===== config.mk =====
export PLATFORM = sky130hd
export DESIGN_NAME = gnn_edge_top
export DESIGN_NICKNAME = d
export VERILOG_FILES = /design/src/hdl/gnn_pkg.sv /design/src/hdl/gnn_edge_top.sv /design/src/hdl/wb_arbiter.sv /design/src/hdl/edge_dispatch.sv /design/src/hdl/edge_pe.sv
export SDC_FILE = /design/constraint.sdc
export NUM_CORES = 1
export LEC_CHECK = 0
export BUFFER_PORTS_ARGS = -buffer_cell sky130_fd_sc_hd__buf_2
export CORE_MARGIN = 2
export CORE_UTILIZATION = 32
export DETAILED_ROUTE_END_ITERATION = 7
export PLACE_DENSITY = 0.46
export SLEW_MARGIN = 20
export SYNTH_ARGS = -nofsm -noshare
export SYNTH_HDL_FRONTEND = slang
export SYNTH_HIERARCHICAL = 1
export SYNTH_SLANG_ARGS = --single-unit

===== constraint.sdc =====
create_clock -name clk -period 4 [get_ports clk]
set_input_delay 0 -clock clk [delete_from_list [all_inputs] [get_ports clk]]
set_output_delay 0 -clock clk [all_outputs]
set_load 0.01 [all_outputs]

===== src/hdl/gnn_pkg.sv =====
`default_nettype none

package gnn_pkg;

    // array and datapath sizes
    localparam int NUM_EDGE_PE = 4;                   // 2 and 8 work too
    localparam int NUM_LANES   = 4;                   // feature lanes per packet
    localparam int FV_W        = 8;
    localparam int ACC_W       = 12;                  // lane sum, saturates at 4095
    localparam int NODE_ID_W   = 8;
    localparam int CNT_W       = 8;
    localparam int PE_IDX_W    = $clog2(NUM_EDGE_PE);

    typedef logic [FV_W-1:0]        fv_t;
    typedef logic [ACC_W-1:0]       acc_t;
    typedef logic [NODE_ID_W-1:0]   node_id_t;
    typedef logic [CNT_W-1:0]       edge_cnt_t;
    typedef logic [PE_IDX_W-1:0]    pe_idx_t;
    typedef logic [NUM_EDGE_PE-1:0] pe_mask_t;        // one bit per edge PE

    // saturation ceilings
    localparam acc_t      ACC_MAX = '1;
    localparam edge_cnt_t CNT_MAX = '1;

    // one edge of a node stream, 43 bits
    typedef struct packed {
        logic                  valid;   // one-cycle strobe
        logic                  sos;     // first edge of the node
        logic                  eos;     // last edge of the node
        node_id_t              node_id;
        fv_t [NUM_LANES-1:0]   fv;
    } edge_pkt_t;

    // finished aggregate of one node, 64 bits
    typedef struct packed {
        node_id_t              node_id;
        edge_cnt_t             edge_cnt;
        acc_t [NUM_LANES-1:0]  sum;
    } wb_pkt_t;

    // edge PE FSM
    typedef enum logic [1:0] {
        idle,       // free for a new stream
        accum,      // stream open
        wb_wait     // result held until granted
    } pe_state_t;

endpackage

`default_nettype wire

===== src/hdl/gnn_edge_top.sv =====
`timescale 1ns/100ps
`default_nettype none

module gnn_edge_top (
    input  wire                     clk,
    input  wire                     rst_n,
    input  wire gnn_pkg::edge_pkt_t edge_in,
    input  wire                     stream_end,
    output logic                    busy,
    output logic                    result_valid,
    output gnn_pkg::wb_pkt_t        result,
    output logic                    task_complete
);

    wire gnn_pkg::edge_pkt_t [gnn_pkg::NUM_EDGE_PE-1:0] pe_edge;   // routed edges
    wire gnn_pkg::wb_pkt_t   [gnn_pkg::NUM_EDGE_PE-1:0] wb_data;   // held results
    wire gnn_pkg::pe_mask_t  pe_idle;
    wire gnn_pkg::pe_mask_t  wb_req;
    wire gnn_pkg::pe_mask_t  wb_grant;
    wire                     wb_pending;                          // any result not yet drained

    assign wb_pending = |wb_req;

    edge_dispatch edge_dispatch_u (
        .clk           (clk),
        .rst_n         (rst_n),
        .edge_in       (edge_in),
        .stream_end    (stream_end),
        .pe_idle       (pe_idle),
        .wb_pending    (wb_pending),
        .pe_edge       (pe_edge),
        .busy          (busy),
        .task_complete (task_complete)
    );

    // identical edge PEs, one per stream slot
    for (genvar i = 0; i < gnn_pkg::NUM_EDGE_PE; i++) begin : edge_pe_g
        edge_pe edge_pe_u (
            .clk      (clk),
            .rst_n    (rst_n),
            .edge_in  (pe_edge[i]),
            .wb_grant (wb_grant[i]),
            .idle     (pe_idle[i]),
            .wb_req   (wb_req[i]),
            .wb_data  (wb_data[i])
        );
    end

    wb_arbiter wb_arbiter_u (
        .clk          (clk),
        .rst_n        (rst_n),
        .wb_req       (wb_req),
        .wb_data      (wb_data),
        .wb_grant     (wb_grant),
        .result_valid (result_valid),
        .result       (result)
    );

endmodule

`default_nettype wire


===== src/hdl/wb_arbiter.sv =====
`timescale 1ns/100ps
`default_nettype none

module wb_arbiter (
    input  wire                                         clk,
    input  wire                                         rst_n,
    input  wire gnn_pkg::pe_mask_t                      wb_req,
    input  wire gnn_pkg::wb_pkt_t [gnn_pkg::NUM_EDGE_PE-1:0] wb_data,
    output gnn_pkg::pe_mask_t                           wb_grant,
    output logic                                        result_valid,
    output gnn_pkg::wb_pkt_t                            result
);

    gnn_pkg::pe_idx_t ptr;        // highest priority this cycle
    gnn_pkg::pe_idx_t gnt_idx;    // winner of the rotating search
    logic             any_req;

    assign any_req = |wb_req;

    // nearest requester at or above ptr wins with wrap
    // index math wraps since the PE count is a power of two
    always_comb begin
        gnt_idx = ptr;
        for (int i = gnn_pkg::NUM_EDGE_PE - 1; i >= 0; i--) begin
            if (wb_req[ptr + gnn_pkg::pe_idx_t'(i)]) begin
                gnt_idx = ptr + gnn_pkg::pe_idx_t'(i);
            end
        end
    end

    always_comb begin
        wb_grant = '0;
        if (any_req) begin
            wb_grant[gnt_idx] = 1'b1;
        end
    end

    always_ff @(posedge clk) begin
        if (!rst_n) begin
            ptr          <= '0;
            result_valid <= 1'b0;
        end else begin
            result_valid <= any_req;          // strobe one cycle after grant
            if (any_req) begin
                ptr <= gnt_idx + 1'b1;        // winner drops to lowest priority
            end
        end
    end

    // payload is qualified by result_valid
    always_ff @(posedge clk) begin
        if (any_req) begin
            result <= wb_data[gnt_idx];
        end
    end

    // every request is served within one turn of the pointer
    for (genvar i = 0; i < gnn_pkg::NUM_EDGE_PE; i++) begin : wait_bound_g
        gnn_pkg::pe_idx_t wait_cnt;   // cycles this request has gone unserved

        always_ff @(posedge clk) begin
            if (!rst_n) begin
                wait_cnt <= '0;
            end else if (wb_req[i] && !wb_grant[i]) begin
                wait_cnt <= wait_cnt + 1'b1;
            end else begin
                wait_cnt <= '0;
            end
        end

        req_starved_a: assert property (@(posedge clk) disable iff (!rst_n)
            wb_req[i] && !wb_grant[i]
            |-> wait_cnt != gnn_pkg::pe_idx_t'(gnn_pkg::NUM_EDGE_PE - 1))
            else $error("wb_arbiter: request left waiting for a full round");
    end

endmodule

`default_nettype wire


===== src/hdl/edge_dispatch.sv =====
`timescale 1ns/100ps
`default_nettype none

module edge_dispatch (
    input  wire                                           clk,
    input  wire                                           rst_n,
    input  wire gnn_pkg::edge_pkt_t                       edge_in,
    input  wire                                           stream_end,
    input  wire gnn_pkg::pe_mask_t                        pe_idle,
    input  wire                                           wb_pending,
    output gnn_pkg::edge_pkt_t [gnn_pkg::NUM_EDGE_PE-1:0] pe_edge,
    output logic                                          busy,
    output logic                                          task_complete
);

    gnn_pkg::pe_idx_t  cur_pe;       // owner of the open stream
    gnn_pkg::pe_idx_t  first_idle;   // lowest idle PE this cycle
    gnn_pkg::pe_idx_t  sel_pe;       // where the current packet goes
    gnn_pkg::pe_mask_t bind_mask;    // PE taken by an sos this cycle
    logic              stream_open;
    logic              end_seen;     // source has signalled end of input
    logic              is_sos;
    logic              drained;      // nothing left anywhere in the array

    assign is_sos = edge_in.valid && edge_in.sos;

    // priority search, lowest index wins
    always_comb begin
        first_idle = '0;
        for (int i = gnn_pkg::NUM_EDGE_PE - 1; i >= 0; i--) begin
            if (pe_idle[i]) begin
                first_idle = gnn_pkg::pe_idx_t'(i);
            end
        end
    end

    assign sel_pe = is_sos ? first_idle : cur_pe;

    always_comb begin
        bind_mask = '0;
        if (is_sos) begin
            bind_mask[first_idle] = 1'b1;
        end
    end

    // payload fans out to all PEs, only the selected one sees valid
    always_comb begin
        for (int i = 0; i < gnn_pkg::NUM_EDGE_PE; i++) begin
            pe_edge[i]       = edge_in;
            pe_edge[i].valid = edge_in.valid && (is_sos || stream_open)
                               && (sel_pe == gnn_pkg::pe_idx_t'(i));
        end
    end

    assign drained = (&pe_idle) && !wb_pending && !stream_open;

    always_ff @(posedge clk) begin
        if (!rst_n) begin
            cur_pe        <= '0;
            stream_open   <= 1'b0;
            busy          <= 1'b0;
            end_seen      <= 1'b0;
            task_complete <= 1'b0;
        end else begin
            // pe_idle lags a bind by one cycle, so mask the PE just taken
            busy <= ~|(pe_idle & ~bind_mask);

            if (is_sos) begin
                cur_pe      <= first_idle;
                stream_open <= !edge_in.eos;   // single-edge stream closes at once
            end else if (edge_in.valid && edge_in.eos) begin
                stream_open <= 1'b0;
            end

            // completion tracking, a new sos starts a fresh task
            if (is_sos) begin
                end_seen      <= 1'b0;
                task_complete <= 1'b0;
            end else begin
                if (stream_end) begin
                    end_seen <= 1'b1;
                end
                if ((end_seen || stream_end) && drained) begin
                    task_complete <= 1'b1;     // holds until next sos
                end
            end
        end
    end

    // source must respect back-pressure before opening a stream
    sos_while_busy_a: assert property (@(posedge clk) disable iff (!rst_n)
        is_sos |-> !busy)
        else $error("edge_dispatch: sos presented while busy");

    // continuation edges need a stream bound to some PE
    edge_without_stream_a: assert property (@(posedge clk) disable iff (!rst_n)
        edge_in.valid && !edge_in.sos |-> stream_open)
        else $error("edge_dispatch: edge outside an open stream");

endmodule

`default_nettype wire


===== src/hdl/edge_pe.sv =====
`timescale 1ns/100ps
`default_nettype none

module edge_pe (
    input  wire                     clk,
    input  wire                     rst_n,
    input  wire gnn_pkg::edge_pkt_t edge_in,
    input  wire                     wb_grant,
    output logic                    idle,
    output logic                    wb_req,
    output gnn_pkg::wb_pkt_t        wb_data
);

    gnn_pkg::pe_state_t                   state;
    gnn_pkg::acc_t [gnn_pkg::NUM_LANES-1:0] acc;   // per-lane running sums
    gnn_pkg::edge_cnt_t                   cnt;
    gnn_pkg::node_id_t                    node_id;
    logic                                 start;   // sos accepted
    logic                                 more;    // follow-on edge accepted

    // add one feature to a lane, clamp at the ceiling
    function automatic gnn_pkg::acc_t sat_add(input gnn_pkg::acc_t a, input gnn_pkg::fv_t b);
        logic [gnn_pkg::ACC_W:0] s;
        s = {1'b0, a} + (gnn_pkg::ACC_W + 1)'(b);
        return s[gnn_pkg::ACC_W] ? gnn_pkg::ACC_MAX : s[gnn_pkg::ACC_W-1:0];
    endfunction

    assign start = (state == gnn_pkg::idle) && edge_in.valid && edge_in.sos;
    assign more  = (state == gnn_pkg::accum) && edge_in.valid;

    always_ff @(posedge clk) begin
        if (!rst_n) begin
            state <= gnn_pkg::idle;
        end else begin
            case (state)
                gnn_pkg::idle: begin
                    if (start) begin
                        state <= edge_in.eos ? gnn_pkg::wb_wait : gnn_pkg::accum;
                    end
                end
                gnn_pkg::accum: begin
                    if (edge_in.valid && edge_in.eos) begin
                        state <= gnn_pkg::wb_wait;
                    end
                end
                gnn_pkg::wb_wait: begin
                    if (wb_grant) begin
                        state <= gnn_pkg::idle;   // result taken by arbiter
                    end
                end
                default: state <= gnn_pkg::idle;
            endcase
        end
    end

    // datapath
    always_ff @(posedge clk) begin
        if (start) begin
            for (int l = 0; l < gnn_pkg::NUM_LANES; l++) begin
                acc[l] <= gnn_pkg::acc_t'(edge_in.fv[l]);
            end
            cnt     <= gnn_pkg::edge_cnt_t'(1);
            node_id <= edge_in.node_id;
        end else if (more) begin
            for (int l = 0; l < gnn_pkg::NUM_LANES; l++) begin
                acc[l] <= sat_add(acc[l], edge_in.fv[l]);
            end
            if (cnt != gnn_pkg::CNT_MAX) begin
                cnt <= cnt + 1'b1;            // count sticks at 255
            end
            node_id <= edge_in.node_id;       // eos edge leaves the final id
        end
    end

    assign idle   = (state == gnn_pkg::idle);
    assign wb_req = (state == gnn_pkg::wb_wait);   // high from the cycle after eos

    always_comb begin
        wb_data.node_id  = node_id;
        wb_data.edge_cnt = cnt;
        wb_data.sum      = acc;
    end

    // arbiter only grants a PE that is asking
    grant_without_req_a: assert property (@(posedge clk) disable iff (!rst_n)
        wb_grant |-> wb_req)
        else $error("edge_pe: grant seen with no request");

endmodule

`default_nettype wire


==> out/qor.txt, run 1 <==
die footprint: 0.0741 mm²
Setup WS pre-CTS: 398 ps
CP most frequent cell: nand3b_1
crit share post-route: 0.921
Worst R2R Setup Slack: 320 ps
Hold EP: edge_pe_g[3].edge_pe_u/node_id[2]
Fin Setup TNS: 0 ps
Syn Std Cell Area: 0.0230 mm²
drt pass-1 iters: 5
initial antenna violation count: 0
Tot GR Track Use: 0.178
Worst Tran Pin Value: 1060 ps
number of global-route vias before repair: 16700
Fin. Hold Viols: 0
cts bufs inserted: 42
Routed Wire Length: 67.3 mm
outcome: complete, no violations
fin crit period: 3680 ps
global route overflow: 0
Num Clock Sinks: 337
via count: 17200
Detail Route Antenna Nets: 0
r2r endpoint: edge_pe_g[2].edge_pe_u/wb_data[24]
Synth async-reset ratio: 0
P&R area growth vs syn: 9.98%
max incr delay on CP: 640 ps
Worst path top cell family by delay: simple AND/OR/NAND/NOR gates
final setup margin: 316 ps
initial core utilization: 0.322
Hold Path Class: input pin to flip-flop
crit path max-delay cell type: nor4bb_1
synth warn: 6
Core Region: 0.0714 mm²
Critical Path RT: 4430 ps
critical path peak fanout: 9
drt wl/cell: 21.1 µm
Final setup viols: 0
Slew Viols, Final: 0
Chip Height: 272 µm
Yosys top cell by area: edfxtp_1
RSZ-0062 raised after global routing: false
hold path start: edge_in[34]
Max Cap Violations: 0
Clk network pwr share: 0.449
LEAKAGE: 10.8 nW
Root Buffer: clkbuf_16
PwrDens: 351 mW/mm²
worst hold path depth: 2
internal power: 6.59 mW
worst setup path class: flip-flop to flip-flop
Mean Syn Cell Area: 10.5 µm²
Comb pwr share: 0.118
ys flop type: edfxtp_1
R2R cell count: 10
CP Cell Sequence: nor2_1 -> nand3b_1 -> o21bai_1 -> nor4bb_1 -> nand3b_1 -> buf_4 -> or3_4 -> a21o_4 -> a21oi_4 -> a221o_1
crit path DAT: 4120 ps
first-pass GRT wire length: 102 mm
Cells after Synth: 2196
DP Wirelength: 48.4 mm
num ports: 113
H-tree depth: 2
DRC viols: 0
die width: 272 µm
DRT iter0 DRCs: 1135
CP bufs+invs: 1
most common cell after layout, fill and taps aside: edfxtp_1
# resized after CTS: 0
Clock Tree Buf Depth: 3
Yosys top cell area share: 0.292
post-synthesis sequential area ratio: 0.391
number of synthesized flops with an enable pin: 224
Seq pwr share: 0.434
synth unique cells: 88
Synthesized Nets: 2390
most frequent cells in the layout: edfxtp_1 (224), mux2i_1 (198), ha_1 (132), nor2_1 (131), a21oi_1 (117)
FP Rows: 98
synth top area cells: edfxtp_1 (29%), dfxtp_1 (9.8%), mux2i_1 (8.6%), ha_1 (7.2%), buf_4 (5.5%)
largest net degree at the start of global routing: 49
Fillers: 7130
Final Wtd Congestion: 0.836
count of input and output buffers: 112
crit path capture type: flip-flop
switching power: 2.29 mW
CTS tree: done
share of layout cells above drive strength 1: 0.126
Layout Skew: 32.3 ps
vias per cell: 5.38
Reg clk slew, reported paths: 60 ps
peak supply drop: 0.208 mV
Critical Path Start Type: flip-flop
Clock Latency Late Sink: 590 ps
fin nets: 2397
Fmax: 271 MHz
r2r startpoint: edge_pe_g[0].edge_pe_u/state[0]
relative slew slack: 0.291
Sw Share: 0.258
post-synthesis register bit count: 337
## stage by stage
stage	cells	area [µm²]	hold slack, ps	total power [mW]	utilization
final	3188	25300	176	8.88	0.355
after detailed placement	3059	23400	224	4.93	0.328
after global routing	3187	25300	170	9.25	0.355
after global placement	3059	23400	216	4.92	0.328
after floorplan	2196	23000	114	4.75	-
after CTS	3187	25300	143	9.01	0.355
## power by group through the flow
stage | Sequential (mW) | Clock [mW] | Combinational [mW]
2_1_floorplan | 3.91 | 0 | 0.840
3_3_place_gp | 3.92 | 0 | 1.00
5_1_grt | 3.86 | 4.25 | 1.15
6_report | 3.85 | 3.98 | 1.04
4_1_cts | 3.85 | 4.11 | 1.05
3_5_place_dp | 3.92 | 0 | 1.00
## registers in the layout, indices dropped and copies added, names as in the netlist
name,cells
edge_pe_g.edge_pe_u/wb_data,192
wb_arbiter_u/result,64
edge_pe_g.edge_pe_u/cnt,32
edge_pe_g.edge_pe_u/node_id,32
edge_pe_g.edge_pe_u/state,8
edge_dispatch_u/cur_pe,2
wb_arbiter_u/ptr,2
edge_dispatch_u/busy,1
edge_dispatch_u/end_seen,1
edge_dispatch_u/stream_open,1
edge_dispatch_u/task_complete,1
wb_arbiter_u/result_valid,1
## repair_timing
item / 4_1_cts / 5_1_grt
setup buffers: 0 / 0
endpoints found under the hold margin: 174 / 0
hold buffers: 50 / 0
## cells by family after synthesis
family,share of synthesized area
buf+inv,0.0951
mux,0.0861
xor+xnor,0.0442
fa+ha+maj,0.0857
simple gates,0.101
flops,0.391
compound gates,0.198
## worst max path at each step
stage	startpoint	end	slack, ps	cells past startpoint
2_1_floorplan	edge_pe_g[1].edge_pe_u/state[0]	edge_pe_g[1].edge_pe_u/node_id[0]	900	8
3_3_place_gp	edge_pe_g[3].edge_pe_u/state[0]	edge_pe_g[2].edge_pe_u/wb_data[28]	530	10
3_5_place_dp	edge_pe_g[0].edge_pe_u/state[0]	edge_pe_g[2].edge_pe_u/wb_data[31]	400	10
4_1_cts	edge_pe_g[0].edge_pe_u/state[0]	edge_pe_g[2].edge_pe_u/wb_data[24]	370	10
5_1_grt	edge_pe_g[0].edge_pe_u/state[0]	edge_pe_g[2].edge_pe_u/wb_data[28]	100	10
6_report	edge_pe_g[0].edge_pe_u/state[0]	edge_pe_g[2].edge_pe_u/wb_data[24]	320	10
## Yosys cell counts, drive strengths merged (17+ instances only)
master  instances
ha            132
edfxtp        224
or3            23
nand2         101
o21ai          67
o211ai         57
nand2b         20
dfxtp         113
xor2           25
a21oi         130
a221o         102
xnor2          91
inv           101
a211oi         48
o31ai          17
nor2          132
o21a           30
nand3          45
a21o           37
a211o          19
clkbuf         32
mux2i         198
nor2b          26
and3           31
nor3           23
buf           208
## worst reg2reg max path: stages (launching register included)
cell and delay [ps]:
dfxtp_1 340, nor2_1 370, nand3b_1 210, o21bai_1 180
nor4bb_1 640, nand3b_1 430, buf_4 290, or3_4 380
a21o_4 210, a21oi_4 320, a221o_1 170
## per-layer routing
metal	wire length [µm]	vias to the layer above	global-route usage
li1	-	8197	-
met1	32100	8420	0.249
met2	30000	438	0.280
met3	3140	103	0.0275
met4	2010	0	0.0587
met5	0	-	0
## area by class of cell
| cell class | instances | area (µm²) | share of cell area |
|---|---|---|---|
| repair buffers | 204 | 1460 | 0.0578 |
| clock inverters | 29 | 325 | 0.0129 |
| well taps | 950 | 1190 | 0.0470 |
| diodes | 1 | 2.50 | 0.0000989 |
| multi-input cells | 1517 | 11900 | 0.469 |
| flip-flops and latches | 337 | 8990 | 0.355 |
| inverters | 101 | 380 | 0.0150 |
| clock buffers | 49 | 1100 | 0.0434 |
Power figures use the tool's default switching activity.
==> run 2, diff against run 1 <==
--- a/config.mk
+++ b/config.mk
@@ -9,7 +9,7 @@
 export CORE_MARGIN = 2
 export CORE_UTILIZATION = 32
 export DETAILED_ROUTE_END_ITERATION = 7
-export PLACE_DENSITY = 0.46
+export PLACE_DENSITY = 0.57
 export SLEW_MARGIN = 20
 export SYNTH_ARGS = -nofsm -noshare
 export SYNTH_HDL_FRONTEND = slang
==> constraint.sdc (replaced) <==
create_clock -name clk -period 3.55 [get_ports clk]
set_input_delay 0 -clock clk [delete_from_list [all_inputs] [get_ports clk]]
set_output_delay 0 -clock clk [all_outputs]
set_load 0.01 [all_outputs]
==> run 2 against run 1 <==
- wire length down 3.8%
- critical path depth grew 1
- die area is the same
- largest power group is now sequential cells
==> out/qor.txt, run 2 (synthesized netlist as in run 1, its figures left out) <==
Layout Skew: 29.8 ps
Routed Wire Length: 64.8 mm
worst setup path class: flip-flop to flip-flop
FP Rows: 98
Max Cap Violations: 0
share of layout cells above drive strength 1: 0.123
Final Wtd Congestion: 0.895
die footprint: 0.0741 mm²
LEAKAGE: 10.7 nW
PwrDens: 390 mW/mm²
initial core utilization: 0.322
DRC viols: 0
critical path peak fanout: 9
cts bufs inserted: 39
DRT iter0 DRCs: 1340
P&R area growth vs syn: 9.85%
fin nets: 2393
RSZ-0062 raised after global routing: false
# resized after CTS: 0
Fin. Hold Viols: 0
switching power: 2.45 mW
Clk network pwr share: 0.440
R2R cell count: 11
max FFs per register: 192
Clock Tree Buf Depth: 3
busiest grt layer: met2
M1 GR Usage: 0.221
Core Region: 0.0714 mm²
total power: 9.85 mW
Critical Path Start Type: flip-flop
Setup WS pre-CTS: 269 ps
outcome: complete, no violations
Root Buffer: clkbuf_16
num ports: 113
Num Clock Sinks: 337
Hold Path Class: input pin to flip-flop
Sw Share: 0.249
Critical Path RT: 3970 ps
internal power: 7.39 mW
largest net degree at the start of global routing: 66
Slew Viols, Final: 0
fin crit period: 3320 ps
number of global-route vias before repair: 16800
drt pass-1 iters: 6
final setup margin: 229 ps
vias per cell: 5.46
met2 Track Usage GR: 0.285
count of input and output buffers: 112
M3 GR Usage: 0.0264
Seq pwr share: 0.440
Setup Fix Bufs, Post-CTS: 0
relative slew slack: 0.392
most common cell after layout, fill and taps aside: edfxtp_1
crit share post-route: 0.936
H-tree depth: 2
crit path DAT: 3740 ps
crit path capture type: flip-flop
Fmax: 301 MHz
die width: 272 µm
Chip Height: 272 µm
most frequent cells in the layout: edfxtp_1 (224), mux2i_1 (198), ha_1 (132), nor2_1 (131), a21oi_1 (117)
Fin Setup TNS: 0 ps
via count: 17400
Clock Latency Late Sink: 570 ps
Finished Core Util: 0.354
Tot GR Track Use: 0.169
initial antenna violation count: 3
global route overflow: 0
worst hold path depth: 2
CTS tree: done
Final setup viols: 0
Comb pwr share: 0.120
DP Wirelength: 46.5 mm
Fillers: 7052
drt wl/cell: 20.4 µm
Detail Route Antenna Nets: 0
Reg clk slew, reported paths: 60 ps
peak supply drop: 0.288 mV
first-pass GRT wire length: 98.6 mm
Worst Tran Pin Value: 910 ps
## run 2: cell types whose count changed in the layout (fill, tap and decap cells not counted), sizes merged
cell / before / now
clkinvlp: 3 / 2
buf: 154 / 157
clkinv: 20 / 5
clkbuf: 49 / 59
diode: 1 / 2
dlygate4sd3: 50 / 46
## run 2: per-stage QoR
stage,hold slack (ps),cells,area [µm²]
floorplan,114,2196,23000
global placement,210,3062,23500
detailed placement,219,3062,23500
CTS,1.05,3180,25300
global route,36.0,3182,25300
finish,11.2,3182,25300
## run 2: final timing paths
path	from	endpoint	slack [ps]
worst max-delay path	edge_pe_g[0].edge_pe_u/state[0]	edge_pe_g[2].edge_pe_u/wb_data[28]	230
worst min-delay path	edge_in[17]	edge_pe_g[2].edge_pe_u/wb_data[25]	10
worst max register to register	edge_pe_g[0].edge_pe_u/state[0]	edge_pe_g[2].edge_pe_u/wb_data[28]	230
worst min register to register	edge_dispatch_u/task_complete	edge_dispatch_u/task_complete	450
## run 2: cell type report
type | instances | area, µm² | area share
Multi-Input combinational cell | 1517 | 11900 | 0.469
Inverter | 101 | 380 | 0.0150
Antenna cell | 2 | 5.00 | 0.000198
Tap cell | 950 | 1190 | 0.0470
Clock buffer | 59 | 1130 | 0.0446
Sequential cell | 337 | 8990 | 0.356
Clock inverter | 13 | 231 | 0.00916
Timing Repair Buffer | 203 | 1500 | 0.0592
## run 2: layer usage
| layer | vias to the layer above | wire [µm] |
|---|---|---|
| met5 | - | 13 |
| met4 | 2 | 2000 |
| met3 | 110 | 3330 |
| met2 | 481 | 30400 |
| met1 | 8584 | 29000 |
| li1 | 8204 | - |
## run 2: repair_timing
action | in CTS | in global routing
endpoints found under the setup margin | 0 | 0
endpoints found under the hold margin | 167 | 0
hold buffers | 46 | 0
## run 2: worst max-delay path, cell delays in order (launching register included)
cell and delay (ps):
dfxtp_1 400, nor2_1 110, and4bb_4 370, a22oi_1 100, nor4bb_1 290, buf_4 180, nand3b_1 360, buf_4 310
or3_4 370, a21o_4 210, a21oi_4 300, a221o_1 160
## run 2: power by group through the flow
stage	clock, mW	sequential, mW	combinational (mW)
CTS	4.43	4.33	1.18
detailed placement	0	4.42	1.13
global placement	0	4.41	1.11
global route	4.57	4.34	1.30
floorplan	0	4.41	0.947
finish	4.33	4.33	1.18
==> run 3, diff against run 2 <==
--- a/config.mk
+++ b/config.mk
@@ -8,8 +8,9 @@
 export BUFFER_PORTS_ARGS = -buffer_cell sky130_fd_sc_hd__buf_2
 export CORE_MARGIN = 2
 export CORE_UTILIZATION = 32
+export CTS_CLUSTER_SIZE = 20
 export DETAILED_ROUTE_END_ITERATION = 7
-export PLACE_DENSITY = 0.57
+export PLACE_DENSITY = 0.56
 export SLEW_MARGIN = 20
 export SYNTH_ARGS = -nofsm -noshare
 export SYNTH_HDL_FRONTEND = slang
==> run 3 against run 2 <==
- sequential cell count did not move
- first-iteration DRC count fell by 0.52%
- clock power fell by 2%
- power fell by 0.75%
- via count fell by 0.48%
- maximum frequency rose by 1.5%
- die area did not move
- largest cell class unchanged
==> out/qor.txt, run 3 (synthesized netlist as in run 1, its figures left out) <==
Worst Tran Pin Value: 828 ps
Max Cap Violations: 0
die footprint: 0.0741 mm²
Fin Setup TNS: 0 ps
Core Region: 0.0714 mm²
Slew Viols, Final: 0
total power: 9.77 mW
global route overflow: 0
first-pass GRT wire length: 98.6 mm
most frequent cells in the layout: edfxtp_1 (224), mux2i_1 (198), ha_1 (132), nor2_1 (131), a21oi_1 (116)
num ports: 113
Fmax: 306 MHz
fin nets: 2399
share of layout cells above drive strength 1: 0.127
dpl cells: 3064
LEAKAGE: 10.8 nW
relative slew slack: 0.447
Routed Wire Length: 64.8 mm
Final Wtd Congestion: 0.878
crit path DAT: 3790 ps
outcome: complete, no violations
Detail Route Antenna Nets: 0
Fin. Hold Viols: 0
Num Clock Sinks: 337
worst setup path class: flip-flop to flip-flop
drt wl/cell: 20.3 µm
Hold Path Class: input pin to flip-flop
via count: 17300
Layout Skew: 17.5 ps
crit path capture type: flip-flop
antenna fix cells: 0
crit share post-route: 0.922
Critical Path Start Type: flip-flop
DP Wirelength: 46.7 mm
RSZ-0062 raised after global routing: false
vias per cell: 5.43
Root Buffer: clkbuf_16
Tot GR Track Use: 0.170
Critical Path RT: 4070 ps
H-tree depth: 2
drt pass-1 iters: 7
FP Rows: 98
Clock Tree Buf Depth: 3
count of input and output buffers: 112
cts bufs inserted: 39
fin cells: 3186
number of global-route vias before repair: 16700
CTS tree: done
PwrDens: 386 mW/mm²
P&R area growth vs syn: 10.1%
critical path peak fanout: 41
max FFs per register: 192
Final setup viols: 0
DRC viols: 0
peak supply drop: 0.242 mV
Clock Latency Late Sink: 580 ps
Worst Hold Margin: 180 ps
die width: 272 µm
Fillers: 7058
Finished Core Util: 0.355
fin crit period: 3270 ps
Chip Height: 272 µm
Reg clk slew, reported paths: 60 ps
largest net degree at the start of global routing: 56
initial core utilization: 0.322
initial antenna violation count: 3
DRT iter0 DRCs: 1333
most common cell after layout, fill and taps aside: edfxtp_1
==> run 3: cell count changes in the layout (fill, tap and decap cells not counted), sizes merged <==
cell	change
buf	+2
dlygate4sd3	+4
clkbuf	-2
diode	-2
clkinvlp	-1
clkinv	+6
bufinv	-3
==> run 3: what timing repair did <==
item / 4_1_cts / 5_1_grt
endpoints found under the hold margin: 174 / 0
resized for setup: 0 / 1
setup endpoints to repair: 0 / 21
buffers inserted: 0 / 0
hold buffers: 50 / 0
==> run 3: stage by stage <==
stage,cell area [µm²],setup slack [ps]
final,25300,278
after global placement,23500,310
after CTS,25300,171
after global routing,25300,33.5
after floorplan,23000,455
after detailed placement,23500,231
==> run 3: per-layer routing <==
| layer | routed length, µm | track usage | part of all wire |
|---|---|---|---|
| met2 | 30300 | 0.282 | 0.47 |
| met3 | 3220 | 0.0218 | 0.050 |
| met5 | 13 | 0 | 0.00020 |
| met4 | 2080 | 0.0567 | 0.032 |
| met1 | 29200 | 0.228 | 0.45 |
==> run 3: path summary, 6_finish.rpt <==
path,start,end,slack [ps],cells past startpoint
hold reg to reg,edge_dispatch_u/task_complete,edge_dispatch_u/task_complete,480,2
setup / recovery,edge_pe_g[3].edge_pe_u/state[0],edge_pe_g[1].edge_pe_u/state[1],280,12
setup reg to reg,edge_pe_g[3].edge_pe_u/state[0],edge_pe_g[1].edge_pe_u/state[1],280,12
hold / removal,edge_in[39],edge_pe_g[1].edge_pe_u/node_id[7],180,2
==> run 3: cell type report <==
type,instances,area [µm²],area share
timing repair buffer,209,1560,0.0617
clock buffer,57,1170,0.0460
tap,950,1190,0.0469
clock inverter,15,180,0.00711
multi-input combinational,1517,11900,0.468
sequential,337,8990,0.355
inverter,101,380,0.0150
==> run 3: where the power goes <==
group / internal [mW] / total [mW] / switching [mW] / leakage (nW)
combinational: 0.495 / 1.19 / 0.694 / 7.19
sequential: 4.27 / 4.33 / 0.0669 / 2.92
clock: 2.51 / 4.25 / 1.74 / 0.658
total: 7.28 / 9.77 / 2.50 / 10.8
==> run 3: critical path, stage by stage (launching register included) <==
cell	delay, ps
dfxtp_1	380
nor2_1	100
buf_4	160
or2_1	240
a221o_1	340
a21oi_2	260
nand3b_1	280
buf_4	250
nand2_2	90
buf_12	300
nand2_1	90
a21oi_1	140
dlygate4sd3_1	570
